<file path="config.mk">
export PLATFORM = sky130hd
export DESIGN_NAME = psram_ctrl
export DESIGN_NICKNAME = d
export VERILOG_FILES = /design/src/source/psram_spi_pkg.sv /design/src/source/psram_cmd_pkg.sv /design/src/source/psram_wave_table.sv /design/src/source/psram_sequencer.sv /design/src/source/psram_read_latch.sv /design/src/source/psram_ctrl.sv
export VERILOG_INCLUDE_DIRS = /design/src /design/src/source
export SDC_FILE = /design/constraint.sdc
export NUM_CORES = 1
export LEC_CHECK = 0
export ABC_AREA = 1
export BUFFER_PORTS_ARGS = -buffer_cell sky130_fd_sc_hd__buf_2
export CAP_MARGIN = 20
export CORE_MARGIN = 8
export CORE_UTILIZATION = 50
export DETAILED_ROUTE_END_ITERATION = 10
export PLACE_DENSITY_LB_ADDON = 0.15
export SYNTH_ARGS = -nofsm -noshare
export SYNTH_HDL_FRONTEND = slang
export SYNTH_SLANG_ARGS = --single-unit
</file>
<file path="constraint.sdc">
create_clock -name clk -period 2.83 [get_ports clk]
set_clock_uncertainty 0.05 [all_clocks]
set_input_delay 0.1415 -clock clk [delete_from_list [all_inputs] [get_ports clk]]
set_output_delay 0.1415 -clock clk [all_outputs]
set_load 0.01 [all_outputs]
</file>
<file path="src/source/psram_ctrl_config.svh">
// Timing counts, burst sizes and widths for the PSRAM controller
// Include in any file that sizes logic from these values

`ifndef PSRAM_CTRL_CONFIG_SVH
`define PSRAM_CTRL_CONFIG_SVH

// Power-up wait, 150 us at 48 MHz
`define PSRAM_STARTUP_CYCLES 7200
// Wait after the reset command, 400 ns
`define PSRAM_RESET_CYCLES 20

// Pad phases carried per clk cycle
`define PSRAM_PHASES 4

// AXI byte address, 32 Mbyte device
`define PSRAM_ADDR_W 25
// Step counter, longest table is read-ID at 20 steps
`define PSRAM_STEP_W 5

// Burst shapes
`define PSRAM_RD_WORDS 4
`define PSRAM_WR_WORDS 8

`endif

</file>
<file path="src/source/psram_spi_pkg.sv">
// Pad-side types: one clk cycle of PSRAM pad activity as four phase slots
// Slot 0 is the first phase sent by the pad serializer
`default_nettype none

`include "psram_ctrl_config.svh"

package psram_spi_pkg;

	typedef logic [7:0] spi_byte_t;

	// One bit per phase, phase 0 in the MSB
	typedef logic [0:`PSRAM_PHASES-1] spi_phase_t;

	typedef struct packed {
		spi_phase_t clk;
		// Active high here, pad inverts it
		spi_phase_t cs;
		spi_phase_t data_oe;
		spi_byte_t [0:`PSRAM_PHASES-1] data;
		// Bit 0 holds first byte, bit 1 closes the word
		logic [0:`PSRAM_PHASES-1][1:0] le;
		spi_phase_t rwds;
		spi_phase_t rwds_oe;
	} spi_out_t;

	typedef struct packed {
		spi_byte_t [0:`PSRAM_PHASES-1] data;
		spi_phase_t rwds;
		// Latch enables, returned with the pad delay
		logic [0:`PSRAM_PHASES-1][1:0] le;
	} spi_in_t;

endpackage

`default_nettype wire

</file>
<file path="src/source/psram_cmd_pkg.sv">
// Control-side types: command codes, sequencer states and AXI words
// Shared by the sequencer, the wave table and the read latch
`default_nettype none

`include "psram_ctrl_config.svh"

package psram_cmd_pkg;

	typedef enum logic [2:0] {
		CMD_RESET,
		CMD_READ_ID,
		CMD_WRITE_LATENCY,
		CMD_READ_MEM,
		CMD_WRITE_MEM
	} psram_cmd_t;

	// Each command has a launch state and a wait-for-last state
	typedef enum logic [3:0] {
		SEQ_IDLE,
		SEQ_STARTUP,
		SEQ_CMD_RESET, SEQ_CMD_RESET_WAIT,
		SEQ_CMD_RESET_DELAY, SEQ_CMD_RESET_DELAY_WAIT,
		SEQ_READY,
		SEQ_CMD_RDID7, SEQ_CMD_RDID7_WAIT,
		SEQ_CMD_WRLAT, SEQ_CMD_WRLAT_WAIT,
		SEQ_CMD_RDMEM, SEQ_CMD_RDMEM_WAIT,
		SEQ_CMD_WRMEM, SEQ_CMD_WRMEM_WAIT
	} seq_state_t;

	typedef logic [`PSRAM_STEP_W-1:0] step_t;
	typedef logic [`PSRAM_ADDR_W-1:0] axi_addr_t;
	typedef logic [15:0] wr_word_t;

	// Half a read word, rwds beside its byte
	typedef struct packed {
		logic rwds;
		psram_spi_pkg::spi_byte_t data;
	} rd_half_t;

	typedef struct packed {
		rd_half_t first;
		rd_half_t second;
	} rd_word_t;

endpackage

`default_nettype wire

</file>
<file path="src/source/psram_wave_table.sv">
// Per-command pad waveforms indexed by step, registered onto the pads
// Address and write data are spliced into the address and data steps
`timescale 1ns/100ps
`default_nettype none

`include "psram_ctrl_config.svh"

module psram_wave_table (
	input wire logic clk,
	input wire logic reset,
	input wire logic cmd_valid,
	input wire psram_cmd_pkg::psram_cmd_t cmd,
	input wire psram_cmd_pkg::step_t step,
	input wire psram_cmd_pkg::axi_addr_t rd_addr,
	input wire psram_cmd_pkg::axi_addr_t wr_addr,
	input wire psram_cmd_pkg::wr_word_t wdata,
	output psram_spi_pkg::spi_out_t spi_out,
	output logic last,
	output logic wready
);
	import psram_spi_pkg::*;
	import psram_cmd_pkg::*;

	// Step layout
	localparam int LAT_STEP = 3;
	localparam int ID_END_STEP = 19;
	localparam int DATA_STEP = 9;
	localparam int RD_END_STEP = DATA_STEP + `PSRAM_RD_WORDS;
	localparam int WR_END_STEP = DATA_STEP + `PSRAM_WR_WORDS - 1;
	localparam int ADDR_PAD_W = 32 - `PSRAM_ADDR_W;

	logic [31:0] rd_bytes;
	logic [31:0] wr_bytes;
	spi_out_t row;
	logic row_last;
	logic row_rdy;

	// Reads align to 8 bytes, writes to 16, sent MSB first
	assign rd_bytes = {{ADDR_PAD_W{1'b0}}, rd_addr[`PSRAM_ADDR_W-1:3], 3'b000};
	assign wr_bytes = {{ADDR_PAD_W{1'b0}}, wr_addr[`PSRAM_ADDR_W-1:4], 4'b0000};

	// Byte b0 on rising edge (phases 0-1), b1 on falling edge (phases 2-3)
	function automatic spi_out_t pad_bytes(input spi_byte_t b0, input spi_byte_t b1);
		spi_out_t p;
		p = '0;
		p.clk = 4'b0110;
		p.cs = 4'b1111;
		p.data_oe = 4'b1111;
		p.data = {b0, b0, b1, b1};
		return p;
	endfunction

	// Clock running, bus released to the device
	function automatic spi_out_t pad_clock();
		spi_out_t p;
		p = '0;
		p.clk = 4'b0110;
		p.cs = 4'b1111;
		return p;
	endfunction

	//////////////////////////////////////////////////////////////////////
	// Table lookup
	//////////////////////////////////////////////////////////////////////

	always_comb begin
		int s;
		s = int'(step);
		row = '0;
		row_last = 1'b0;
		row_rdy = 1'b0;
		if (cmd_valid) begin
			case (cmd)
				// Reset enable, gap, reset
				CMD_RESET: begin
					case (s) inside
						0: row = pad_bytes(8'h66, 8'h66);
						2: begin
							row = pad_bytes(8'h99, 8'h99);
							row_last = 1'b1;
						end
						default: row = '0;
					endcase
				end
				// Latency 7 before config, ID bytes clocked but never latched
				CMD_READ_ID: begin
					case (s) inside
						0: row = pad_bytes(8'h9F, 8'h9F);
						[1:2]: row = pad_bytes(8'h00, 8'h00);
						[LAT_STEP:ID_END_STEP-1]: row = pad_clock();
						ID_END_STEP: row_last = 1'b1;
						default: row = '0;
					endcase
				end
				// Write enable, then CR0 = 8FEF for latency 3
				CMD_WRITE_LATENCY: begin
					case (s) inside
						0: row = pad_bytes(8'h06, 8'h06);
						2: row = pad_bytes(8'h71, 8'h71);
						[3:4]: row = pad_bytes(8'h00, 8'h00);
						5: begin
							row = pad_bytes(8'h8F, 8'hEF);
							row_last = 1'b1;
						end
						default: row = '0;
					endcase
				end
				CMD_READ_MEM: begin
					case (s) inside
						0: row = pad_bytes(8'hEE, 8'hEE);
						1: row = pad_bytes(rd_bytes[31:24], rd_bytes[23:16]);
						2: row = pad_bytes(rd_bytes[15:8], rd_bytes[7:0]);
						[LAT_STEP:DATA_STEP-1]: row = pad_clock();
						// Hold byte at phase 2, close the word at the next phase 0
						[DATA_STEP:RD_END_STEP-1]: begin
							row = pad_clock();
							row.le[2] = 2'b01;
							if (s != DATA_STEP)
								row.le[0] = 2'b10;
						end
						RD_END_STEP: begin
							row.le[0] = 2'b10;
							row_last = 1'b1;
						end
						default: row = '0;
					endcase
				end
				CMD_WRITE_MEM: begin
					case (s) inside
						0: row = pad_bytes(8'hDE, 8'hDE);
						1: row = pad_bytes(wr_bytes[31:24], wr_bytes[23:16]);
						2: row = pad_bytes(wr_bytes[15:8], wr_bytes[7:0]);
						[LAT_STEP:DATA_STEP-2]: row = pad_clock();
						// Ready leads the data step by one, matching the output register
						DATA_STEP-1: begin
							row = pad_clock();
							row_rdy = 1'b1;
						end
						[DATA_STEP:WR_END_STEP]: begin
							row = pad_bytes(wdata[15:8], wdata[7:0]);
							row.rwds_oe = 4'b1111;
							row_rdy = (s != WR_END_STEP);
							row_last = (s == WR_END_STEP);
						end
						default: row = '0;
					endcase
				end
				default: row = '0;
			endcase
		end
	end

	always_ff @(posedge clk) begin
		if (reset) begin
			spi_out <= '0;
			last <= 1'b0;
			wready <= 1'b0;
		end else begin
			spi_out <= row;
			last <= row_last;
			wready <= row_rdy;
		end
	end

endmodule

`default_nettype wire

</file>
<file path="src/source/psram_sequencer.sv">
// Power-up sequence and read/write dispatch for the PSRAM controller
// Presents command and step to the wave table and waits for its last flag
`timescale 1ns/100ps
`default_nettype none

`include "psram_ctrl_config.svh"

module psram_sequencer (
	input wire logic clk,
	input wire logic reset,
	input wire logic arvalid,
	input wire logic awvalid,
	input wire psram_cmd_pkg::axi_addr_t araddr,
	input wire psram_cmd_pkg::axi_addr_t awaddr,
	input wire logic last,
	output logic cmd_valid,
	output psram_cmd_pkg::psram_cmd_t cmd,
	output psram_cmd_pkg::step_t step,
	output psram_cmd_pkg::axi_addr_t rd_addr,
	output psram_cmd_pkg::axi_addr_t wr_addr,
	output logic arready,
	output logic awready,
	output logic bvalid,
	output logic psram_ready
);
	import psram_cmd_pkg::*;

	localparam int DELAY_W = $clog2(`PSRAM_STARTUP_CYCLES + 1);

	seq_state_t state;
	seq_state_t next_state;
	logic [DELAY_W-1:0] delay;
	logic cmd_start;

	always_comb begin
		next_state = state;
		case (state)
			SEQ_IDLE: next_state = SEQ_STARTUP;
			SEQ_STARTUP: next_state = (delay == '0) ? SEQ_CMD_RESET : SEQ_STARTUP;
			SEQ_CMD_RESET: next_state = SEQ_CMD_RESET_WAIT;
			SEQ_CMD_RESET_WAIT: next_state = last ? SEQ_CMD_RESET_DELAY : state;
			SEQ_CMD_RESET_DELAY: next_state = SEQ_CMD_RESET_DELAY_WAIT;
			SEQ_CMD_RESET_DELAY_WAIT: next_state = (delay == '0) ? SEQ_CMD_RDID7 : state;
			SEQ_CMD_RDID7: next_state = SEQ_CMD_RDID7_WAIT;
			SEQ_CMD_RDID7_WAIT: next_state = last ? SEQ_CMD_WRLAT : state;
			SEQ_CMD_WRLAT: next_state = SEQ_CMD_WRLAT_WAIT;
			SEQ_CMD_WRLAT_WAIT: next_state = last ? SEQ_READY : state;
			// Read wins over write
			SEQ_READY: begin
				if (arvalid)
					next_state = SEQ_CMD_RDMEM;
				else if (awvalid)
					next_state = SEQ_CMD_WRMEM;
			end
			SEQ_CMD_RDMEM: next_state = SEQ_CMD_RDMEM_WAIT;
			SEQ_CMD_RDMEM_WAIT: next_state = last ? SEQ_READY : state;
			SEQ_CMD_WRMEM: next_state = SEQ_CMD_WRMEM_WAIT;
			SEQ_CMD_WRMEM_WAIT: next_state = last ? SEQ_READY : state;
			default: next_state = SEQ_IDLE;
		endcase
	end

	// Command seen by the table, valid only in the wait states
	always_comb begin
		cmd = CMD_RESET;
		cmd_valid = 1'b0;
		cmd_start = 1'b0;
		case (state)
			SEQ_CMD_RESET, SEQ_CMD_RDID7, SEQ_CMD_WRLAT, SEQ_CMD_RDMEM, SEQ_CMD_WRMEM:
				cmd_start = 1'b1;
			SEQ_CMD_RESET_WAIT: cmd_valid = 1'b1;
			SEQ_CMD_RDID7_WAIT: begin
				cmd = CMD_READ_ID;
				cmd_valid = 1'b1;
			end
			SEQ_CMD_WRLAT_WAIT: begin
				cmd = CMD_WRITE_LATENCY;
				cmd_valid = 1'b1;
			end
			SEQ_CMD_RDMEM_WAIT: begin
				cmd = CMD_READ_MEM;
				cmd_valid = 1'b1;
			end
			SEQ_CMD_WRMEM_WAIT: begin
				cmd = CMD_WRITE_MEM;
				cmd_valid = 1'b1;
			end
			default: cmd_valid = 1'b0;
		endcase
	end

	always_ff @(posedge clk) begin
		if (reset) begin
			state <= SEQ_IDLE;
			step <= '0;
			delay <= DELAY_W'(`PSRAM_STARTUP_CYCLES);
			psram_ready <= 1'b0;
		end else begin
			state <= next_state;
			// Step 0 lands on the first wait cycle
			if (cmd_start)
				step <= '0;
			else if (cmd_valid)
				step <= step + 1'b1;
			if (state == SEQ_IDLE)
				delay <= DELAY_W'(`PSRAM_STARTUP_CYCLES);
			else if (state == SEQ_CMD_RESET_DELAY)
				delay <= DELAY_W'(`PSRAM_RESET_CYCLES);
			else if (delay != '0)
				delay <= delay - 1'b1;
			// Sticky once config write completes
			if (state == SEQ_CMD_WRLAT_WAIT && last)
				psram_ready <= 1'b1;
		end
	end

	// Address capture on acceptance
	always_ff @(posedge clk) begin
		if (arready)
			rd_addr <= araddr;
		if (awready)
			wr_addr <= awaddr;
	end

	assign arready = (state == SEQ_READY) && arvalid;
	assign awready = (state == SEQ_READY) && !arvalid && awvalid;
	assign bvalid = (state == SEQ_CMD_WRMEM_WAIT) && last;

endmodule

`default_nettype wire

</file>
<file path="src/source/psram_read_latch.sv">
// Builds 18-bit read words from returned pad bytes and latch enables
// Word and valid pulse appear one clk after the closing latch enable
`timescale 1ns/100ps
`default_nettype none

`include "psram_ctrl_config.svh"

module psram_read_latch (
	input wire logic clk,
	input wire logic reset,
	input wire psram_spi_pkg::spi_in_t spi_in,
	output psram_cmd_pkg::rd_word_t rdata,
	output logic rvalid
);
	import psram_cmd_pkg::*;

	rd_half_t held;
	rd_half_t held_next;
	rd_word_t word;
	logic word_found;

	// Walk phases in order, first byte may come from the previous cycle
	always_comb begin
		rd_half_t cur;
		held_next = held;
		word = '0;
		word_found = 1'b0;
		for (int p = 0; p < `PSRAM_PHASES; p++) begin
			cur.rwds = spi_in.rwds[p];
			cur.data = spi_in.data[p];
			if (spi_in.le[p][1]) begin
				word.first = held_next;
				word.second = cur;
				word_found = 1'b1;
			end
			if (spi_in.le[p][0])
				held_next = cur;
		end
	end

	always_ff @(posedge clk) begin
		held <= held_next;
		if (word_found)
			rdata <= word;
	end

	always_ff @(posedge clk) begin
		if (reset)
			rvalid <= 1'b0;
		else
			rvalid <= word_found;
	end

endmodule

`default_nettype wire

</file>
<file path="src/source/psram_ctrl.sv">
// PSRAM controller top, 8-bit pad bus on one side and simplified AXI4 on the other
// Pads carry 4-phase vectors per clk, serialized outside this block
`timescale 1ns/100ps
`default_nettype none

module psram_ctrl (
	input wire logic clk,
	input wire logic reset,
	// Pad side
	output psram_spi_pkg::spi_out_t spi_out,
	input wire psram_spi_pkg::spi_in_t spi_in,
	output logic psram_ready,
	// Write data, address and response
	input wire psram_cmd_pkg::wr_word_t wdata,
	output logic wready,
	input wire psram_cmd_pkg::axi_addr_t awaddr,
	input wire logic awvalid,
	output logic awready,
	output logic bvalid,
	output logic [1:0] bresp,
	// Read address and data
	input wire psram_cmd_pkg::axi_addr_t araddr,
	input wire logic arvalid,
	output logic arready,
	output psram_cmd_pkg::rd_word_t rdata,
	output logic rvalid
);
	import psram_cmd_pkg::*;

	logic cmd_valid;
	psram_cmd_t cmd;
	step_t step;
	axi_addr_t rd_addr;
	axi_addr_t wr_addr;
	logic last;

	psram_sequencer u_sequencer (
		.clk(clk),
		.reset(reset),
		.arvalid(arvalid),
		.awvalid(awvalid),
		.araddr(araddr),
		.awaddr(awaddr),
		.last(last),
		.cmd_valid(cmd_valid),
		.cmd(cmd),
		.step(step),
		.rd_addr(rd_addr),
		.wr_addr(wr_addr),
		.arready(arready),
		.awready(awready),
		.bvalid(bvalid),
		.psram_ready(psram_ready)
	);

	psram_wave_table u_wave_table (
		.clk(clk),
		.reset(reset),
		.cmd_valid(cmd_valid),
		.cmd(cmd),
		.step(step),
		.rd_addr(rd_addr),
		.wr_addr(wr_addr),
		.wdata(wdata),
		.spi_out(spi_out),
		.last(last),
		.wready(wready)
	);

	psram_read_latch u_read_latch (
		.clk(clk),
		.reset(reset),
		.spi_in(spi_in),
		.rdata(rdata),
		.rvalid(rvalid)
	);

	// Writes always complete OKAY
	assign bresp = 2'b00;

endmodule

`default_nettype wire

</file>
==> results of run 1 <==
[power by group through the flow]
stage          Combinational, mW  Sequential, mW  Clock, mW
2_1_floorplan              0.187            1.92          0
3_3_place_gp               0.346            1.90          0
3_5_place_dp               0.350            1.90          0
4_1_cts                    0.417            1.87       1.94
5_1_grt                    0.469            1.87       2.02
6_report                   0.425            1.87       1.92
[routing by layer]
metal	up-vias	global-route usage, %
li1	3060	-
met2	297	38.4
met4	0	10.1
met5	-	0
met3	41	6.45
met1	2778	28.1
[placed cells by master (no fill, tap or decap), drive strengths merged, types with 6 or more instances in the layout]
cell type	instances
a21oi	58
a31oi	8
buf	183
clkbuf	17
clkinv	10
conb	14
dfxtp	56
dlygate4sd3	60
edfxtp	61
inv	76
nand2	221
nand3	39
nand4	11
nor2	83
nor3	6
o21ai	69
o22ai	9
[layout make-up]
type                       count  area share [%]
antenna                        1          0.0305
clock buffer                  17            5.19
clock inverter                15            1.33
sequential                   117            36.0
timing repair buffer         243            18.6
tap                          172            2.62
multi-input combinational    558            32.7
inverter                      76            3.48
[worst max-delay path, cell delays in order, from the launching register on]
cell	delay (ns)
dfxtp_1	0.48
inv_1	0.16
ha_1	0.26
nand3_2	0.18
inv_2	0.16
nand2_1	0.17
o21ai_0	0.14
nand2_1	0.18
o21ai_0	0.13
a21oi_1	0.16
nor2_1	0.05
[worst max-delay path by stage]
stage	startpoint	endpoint
2_1_floorplan	u_sequencer.state[0]$_SDFFE_PP0P_	u_sequencer.wr_addr[10]$_DFFE_PP_
5_1_grt	u_sequencer.step[0]$_SDFFE_PP0N_	u_wave_table.spi_out[34]$_SDFF_PP0_
3_3_place_gp	u_sequencer.step[0]$_SDFFE_PP0N_	u_wave_table.spi_out[33]$_SDFF_PP0_
6_report	u_sequencer.step[0]$_SDFFE_PP0N_	u_wave_table.spi_out[34]$_SDFF_PP0_
4_1_cts	u_sequencer.state[1]$_SDFFE_PP0P_	awready
3_5_place_dp	u_sequencer.step[0]$_SDFFE_PP0N_	u_wave_table.spi_out[34]$_SDFF_PP0_
[what timing repair did]
action	4_1_cts	5_1_grt
setup endpoints to repair	0	0
endpoints found under the hold margin	62	0
hold buffers	60	0
[flip-flops by register name, indices dropped and copies added, names as in the netlist]
signal                   count
u_wave_table.last            1
u_wave_table.spi_out        21
u_read_latch.rdata          18
u_sequencer.rd_addr         22
u_sequencer.delay           13
u_read_latch.rvalid          1
u_sequencer.psram_ready      1
u_wave_table.wready          1
u_sequencer.state            4
u_sequencer.step             5
u_read_latch.held            9
u_sequencer.wr_addr         21
[per-stage QoR]
step	cells	hold slack, ns	area (sq um)	power (mW)	setup WS, ns
4_1_cts	1198	0.000520	8200	4.23	0.594
3_5_place_dp	1106	0.270	7070	2.25	0.664
6_report	1199	0.0187	8200	4.21	0.575
2_1_floorplan	816	0.190	6360	2.10	0.582
3_3_place_gp	1106	0.268	7070	2.25	0.715
5_1_grt	1199	0.0297	8200	4.37	0.409
[logic make-up after synthesis]
family,after synthesis,share of synthesized area (%)
fa+ha+maj,4,0.793
mux,3,0.535
xor+xnor,6,0.833
simple gates,366,25.0
buf+inv,141,11.5
other cells,1,0.0594
flops,117,46.8
compound gates,165,14.5
==> out/qor.yml, run 1 <==
global_routing:
  grt_pass1_wl_um: 30200
  grt_max_degree: 24
  antenna_found_initial: 1
  grt.total_usage_pct: 23.3
  grt-ovfl-total: 0
  first_global_vias: 6213
sta:
  grt_setup_unrepaired: "false"
  maxSlewViolCount: 0
  timing.slew.headroom_pct: 35.5
  hold_viol: 0
  layout_min_cycle_time_ns: 2.25
  worst_pin_slew_ns: 0.964
  finalCritPeriodShare_pct: 79.7
  finalSetupViolCount: 0
  tns_ns: 0
  fmax_mhz: 444
yosys:
  synth_area_leaders: "edfxtp_1, dfxtp_1, nand2_1"
  netlist.top_cell.by_area: "edfxtp_1"
  synth_edf_count: 61
  synth.ff_latch_count: 117
  async_flop_share_pct: 0
  synth.most_common_cell: "nand2_1"
  yosys-top-cells-count: "nand2_1, nor2_1, inv_1"
  syn_area_sq_mm: 0.00631
  yosys_warnings: 0
  synth_cells: 803
  synth_cell_types: 46
  syn_area_per_cell_sq_um: 7.86
  synth_seq_area_share_pct: 46.8
  synth_top_area_share_pct: 29.0
  synthFlopType: "edfxtp_1"
cts:
  cts_max_path_buffers: 2
  clockRootBuffer: "clkbuf_16"
  clk-insertion-delay-late_ns: 0.42
  post-cts-setup-buffers: 0
  cts_resized: 0
  path_clk_slew_ns: 0.06
  cts_tree: "built"
  clock-sinks: 117
  numCtsBuffers: 17
  cts_max_level: 4
setup_path:
  startpoint_type: "flip-flop"
  crit_type: "reg2reg"
  cp_max_fo: 13
  cp.required_ns: 3.07
  r2r-end: "u_wave_table.spi_out[34]$_SDFF_PP0_"
  critPathArrivalTime_ns: 2.49
  r2r_start: "u_sequencer.step[0]$_SDFFE_PP0N_"
  rr_worst_depth: 10
  worstSetupEndpointType: "flip-flop"
  ff2ff_setup_slack_ns: 0.58
finish:
  ff_latch_area_sq_mm: 0.00295
  nFillCells: 1059
  fin_util_pct: 65.8
  drive_gt1_share_pct: 23.8
  multi_input_area_sq_mm: 0.00268
  area_delta_synth_final_pct: 30.0
  final_nets: 1131
power:
  ir_worst_vdd_mv: 0.448
  p_int_mw: 3.16
  p_sw_share_pct: 25.0
  p_comb_share_pct: 10.1
  power.density_cell_area_mw_per_mm2: 513
  p_switching_mw: 1.05
  leakage_nw: 3.82
  clockPowerShare_pct: 45.6
  seq_power_share_pct: 44.4
hold_path:
  whs_path_depth: 2
  hold_path_end: "u_sequencer.state[2]$_SDFFE_PP0P_"
  min-delay-start: "reset"
  min_path_type: "in2reg"
route:
  wl_met1_um: 7710
  wl_um: 19100
  drt_iter0_drc: 450
  viasPerCell: 5.15
  topRoutingLayerUsed: "met4"
  met2WireLength_um: 9210
  drc: 0
  wl_met3_um: 1650
  wl_per_cell_um: 15.9
  firstDrtPassIters: 5
  vias: 6176
  final_antenna_net_count: 0
floorplanning:
  io_pins: 200
  rows: 41
  dieArea_sq_mm: 0.0165
  start_util_pct: 50.6
  core-area_sq_mm: 0.0125
  die_h_um: 128
  die_w_um: 128
place:
  dp_hpwl_um: 13300
  place_congestion: 0.936
  io_buffers: 178
status:
  status: "finished clean"
flow_run:
  drv_cap: 0
Power figures use the tool's default switching activity.
==> run 2: changes to the inputs <==
--- a/config.mk
+++ b/config.mk
@@ -10,7 +10,7 @@
 export BUFFER_PORTS_ARGS = -buffer_cell sky130_fd_sc_hd__buf_2
 export CAP_MARGIN = 20
 export CORE_MARGIN = 8
-export CORE_UTILIZATION = 50
+export CORE_UTILIZATION = 47
 export DETAILED_ROUTE_END_ITERATION = 10
 export PLACE_DENSITY_LB_ADDON = 0.15
 export SYNTH_ARGS = -nofsm -noshare
==> constraint.sdc (replaced) <==
create_clock -name clk -period 1.9 [get_ports clk]
set_clock_uncertainty 0.05 [all_clocks]
set_input_delay 0.095 -clock clk [delete_from_list [all_inputs] [get_ports clk]]
set_output_delay 0.095 -clock clk [all_outputs]
set_load 0.01 [all_outputs]
==> out/qor.yml, run 2 (synthesis results as in run 1) <==
status:
  status: "finished clean"
cts:
  clockRootBuffer: "clkbuf_16"
  path_clk_slew_ns: 0.06
  cts_max_path_buffers: 2
  numCtsBuffers: 17
  clock-sinks: 117
  cts_max_level: 4
  cts_tree: "built"
  clk-insertion-delay-late_ns: 0.41
power:
  power.density_cell_area_mw_per_mm2: 737
  leakage_nw: 4.17
  ir_worst_vdd_mv: 1.16
route:
  wl_um: 20800
  viasPerCell: 5.16
  drc: 0
  drt_iter0_drc: 529
  vias: 6519
  final_antenna_net_count: 0
  wl_per_cell_um: 16.5
  firstDrtPassIters: 9
global_routing:
  grt_max_degree: 24
  first_global_vias: 6592
  antenna_found_initial: 1
  grt.total_usage_pct: 23.7
  grt_pass1_wl_um: 33000
  grt-ovfl-total: 0
floorplanning:
  dieArea_sq_mm: 0.0174
  die_w_um: 132
  start_util_pct: 47.8
  die_h_um: 132
  io_pins: 200
  rows: 42
  core-area_sq_mm: 0.0132
hold_path:
  hold_path_end: "u_wave_table.spi_out[20]$_SDFF_PP0_"
  whs_path_depth: 5
  min_path_type: "in2reg"
  min-delay-start: "wdata[4]"
setup_path:
  crit_type: "reg2out"
  rr_worst_depth: 8
  cp_max_fo: 11
  worstSetupEndpointType: "output port"
  ff2ff_setup_slack_ns: 0.11
  critPathArrivalTime_ns: 1.67
  r2r-end: "u_read_latch.held[0]$_DFF_P_"
  startpoint_type: "flip-flop"
  r2r_start: "u_read_latch.held[0]$_DFF_P_"
  cp.required_ns: 1.75
sta:
  finalCritPeriodShare_pct: 95.7
  hold_viol: 0
  grt_setup_unrepaired: "true"
  finalSetupViolCount: 0
  maxSlewViolCount: 0
  layout_min_cycle_time_ns: 1.82
  fin_ws_ns: 0.0810
  fin_hold_ws_ns: 0.0107
  fmax_mhz: 550
finish:
  area_delta_synth_final_pct: 41.5
  drive_gt1_share_pct: 29.4
  final_nets: 1192
  largest-register: "u_sequencer.rd_addr"
  largest_register_ffs: 22
  final_cell_mix: "nand2_1, buf_2, dlygate4sd3_1, inv_1, o21ai_0"
  top_regs: "u_sequencer.rd_addr: 22 flops, u_sequencer.wr_addr: 21 flops, u_wave_table.spi_out: 21 flops"
  nFillCells: 1079
  final_common_cell: "nand2_1"
place:
  place_congestion: 0.943
  pre_cts_slack_ns: 0.0629
  io_buffers: 178
  dp_hpwl_um: 14200
flow_run:
  drv_cap: 0
==> run 2: final cells by class <==
cell class / instances / area, sq um / share of cell area [%]
Clock inverter: 15 / 155 / 1.74
Inverter: 76 / 285 / 3.19
Antenna cell: 1 / 2.50 / 0.0280
Tap cell: 176 / 220 / 2.47
Multi-Input combinational cell: 558 / 2770 / 31.0
Clock buffer: 17 / 425 / 4.76
Sequential cell: 117 / 2960 / 33.1
Timing Repair Buffer: 304 / 2120 / 23.7
==> run 2: critical path, stage by stage, from the launching register on <==
cell     delay [ns]
dfxtp_1        0.34
inv_1          0.13
nand2_2        0.12
nor2_4         0.13
nand2_2        0.10
nor2_4         0.15
buf_12         0.15
buf_2          0.14
==> run 2: worst max path at each step <==
stage                                 startpoint                             endpoint  slack (ns)  cells past startpoint
3_3_place_gp    u_sequencer.step[1]$_SDFFE_PP0N_  u_wave_table.spi_out[36]$_SDFF_PP0_        0.09                     12
3_5_place_dp    u_sequencer.step[1]$_SDFFE_PP0N_  u_wave_table.spi_out[50]$_SDFF_PP0_        0.06                     11
5_1_grt         u_sequencer.step[1]$_SDFFE_PP0N_  u_wave_table.spi_out[34]$_SDFF_PP0_       -0.03                     12
4_1_cts        u_sequencer.state[0]$_SDFFE_PP0P_                              awready       0.006                      7
2_1_floorplan  u_sequencer.state[0]$_SDFFE_PP0P_    u_sequencer.wr_addr[10]$_DFFE_PP_        0.04                      5
6_report       u_sequencer.state[3]$_SDFFE_PP0P_                              awready        0.08                      7
==> run 2: timing repair <==
action                                  in CTS  in global routing
endpoints found under the setup margin       3                 29
hold buffers                                71                  0
gates cloned                                 1                  1
setup buffers                                3                  6
pin swaps                                    3                  8
endpoints found under the hold margin       70                  0
resized for setup                            5                 29
==> run 2: per-stage QoR <==
step / utilization, % / TNS [ns] / area (sq um) / total power [mW] / std cells
finish: 67.7 / 0 / 8930 / 6.58 / 1264
global route: 67.7 / -0.0943 / 8930 / 6.83 / 1264
CTS: 66.6 / 0 / 8790 / 6.60 / 1256
detailed placement: 56.3 / 0 / 7430 / 3.38 / 1149
global placement: 56.3 / 0 / 7430 / 3.37 / 1149
floorplan: - / 0 / 6360 / 3.13 / 816
==> run 2: where the power goes <==
part	switching [mW]	total [mW]	leakage (nW)	internal, mW
combinational	0.359	0.692	2.87	0.333
sequential	0.0334	2.78	1.04	2.75
clock	1.18	3.11	0.271	1.93
==> run 2: routing by layer <==
metal | share of wire [%] | wire length, um | up-vias | GRT usage [%]
met5 | 0 | 0 | - | 0
met4 | 2.6 | 545 | 0 | 10.3
met3 | 8.9 | 1850 | 52 | 8.12
met2 | 49 | 10100 | 290 | 39.6
met1 | 40 | 8310 | 2990 | 26.9
li1 | - | - | 3187 | -
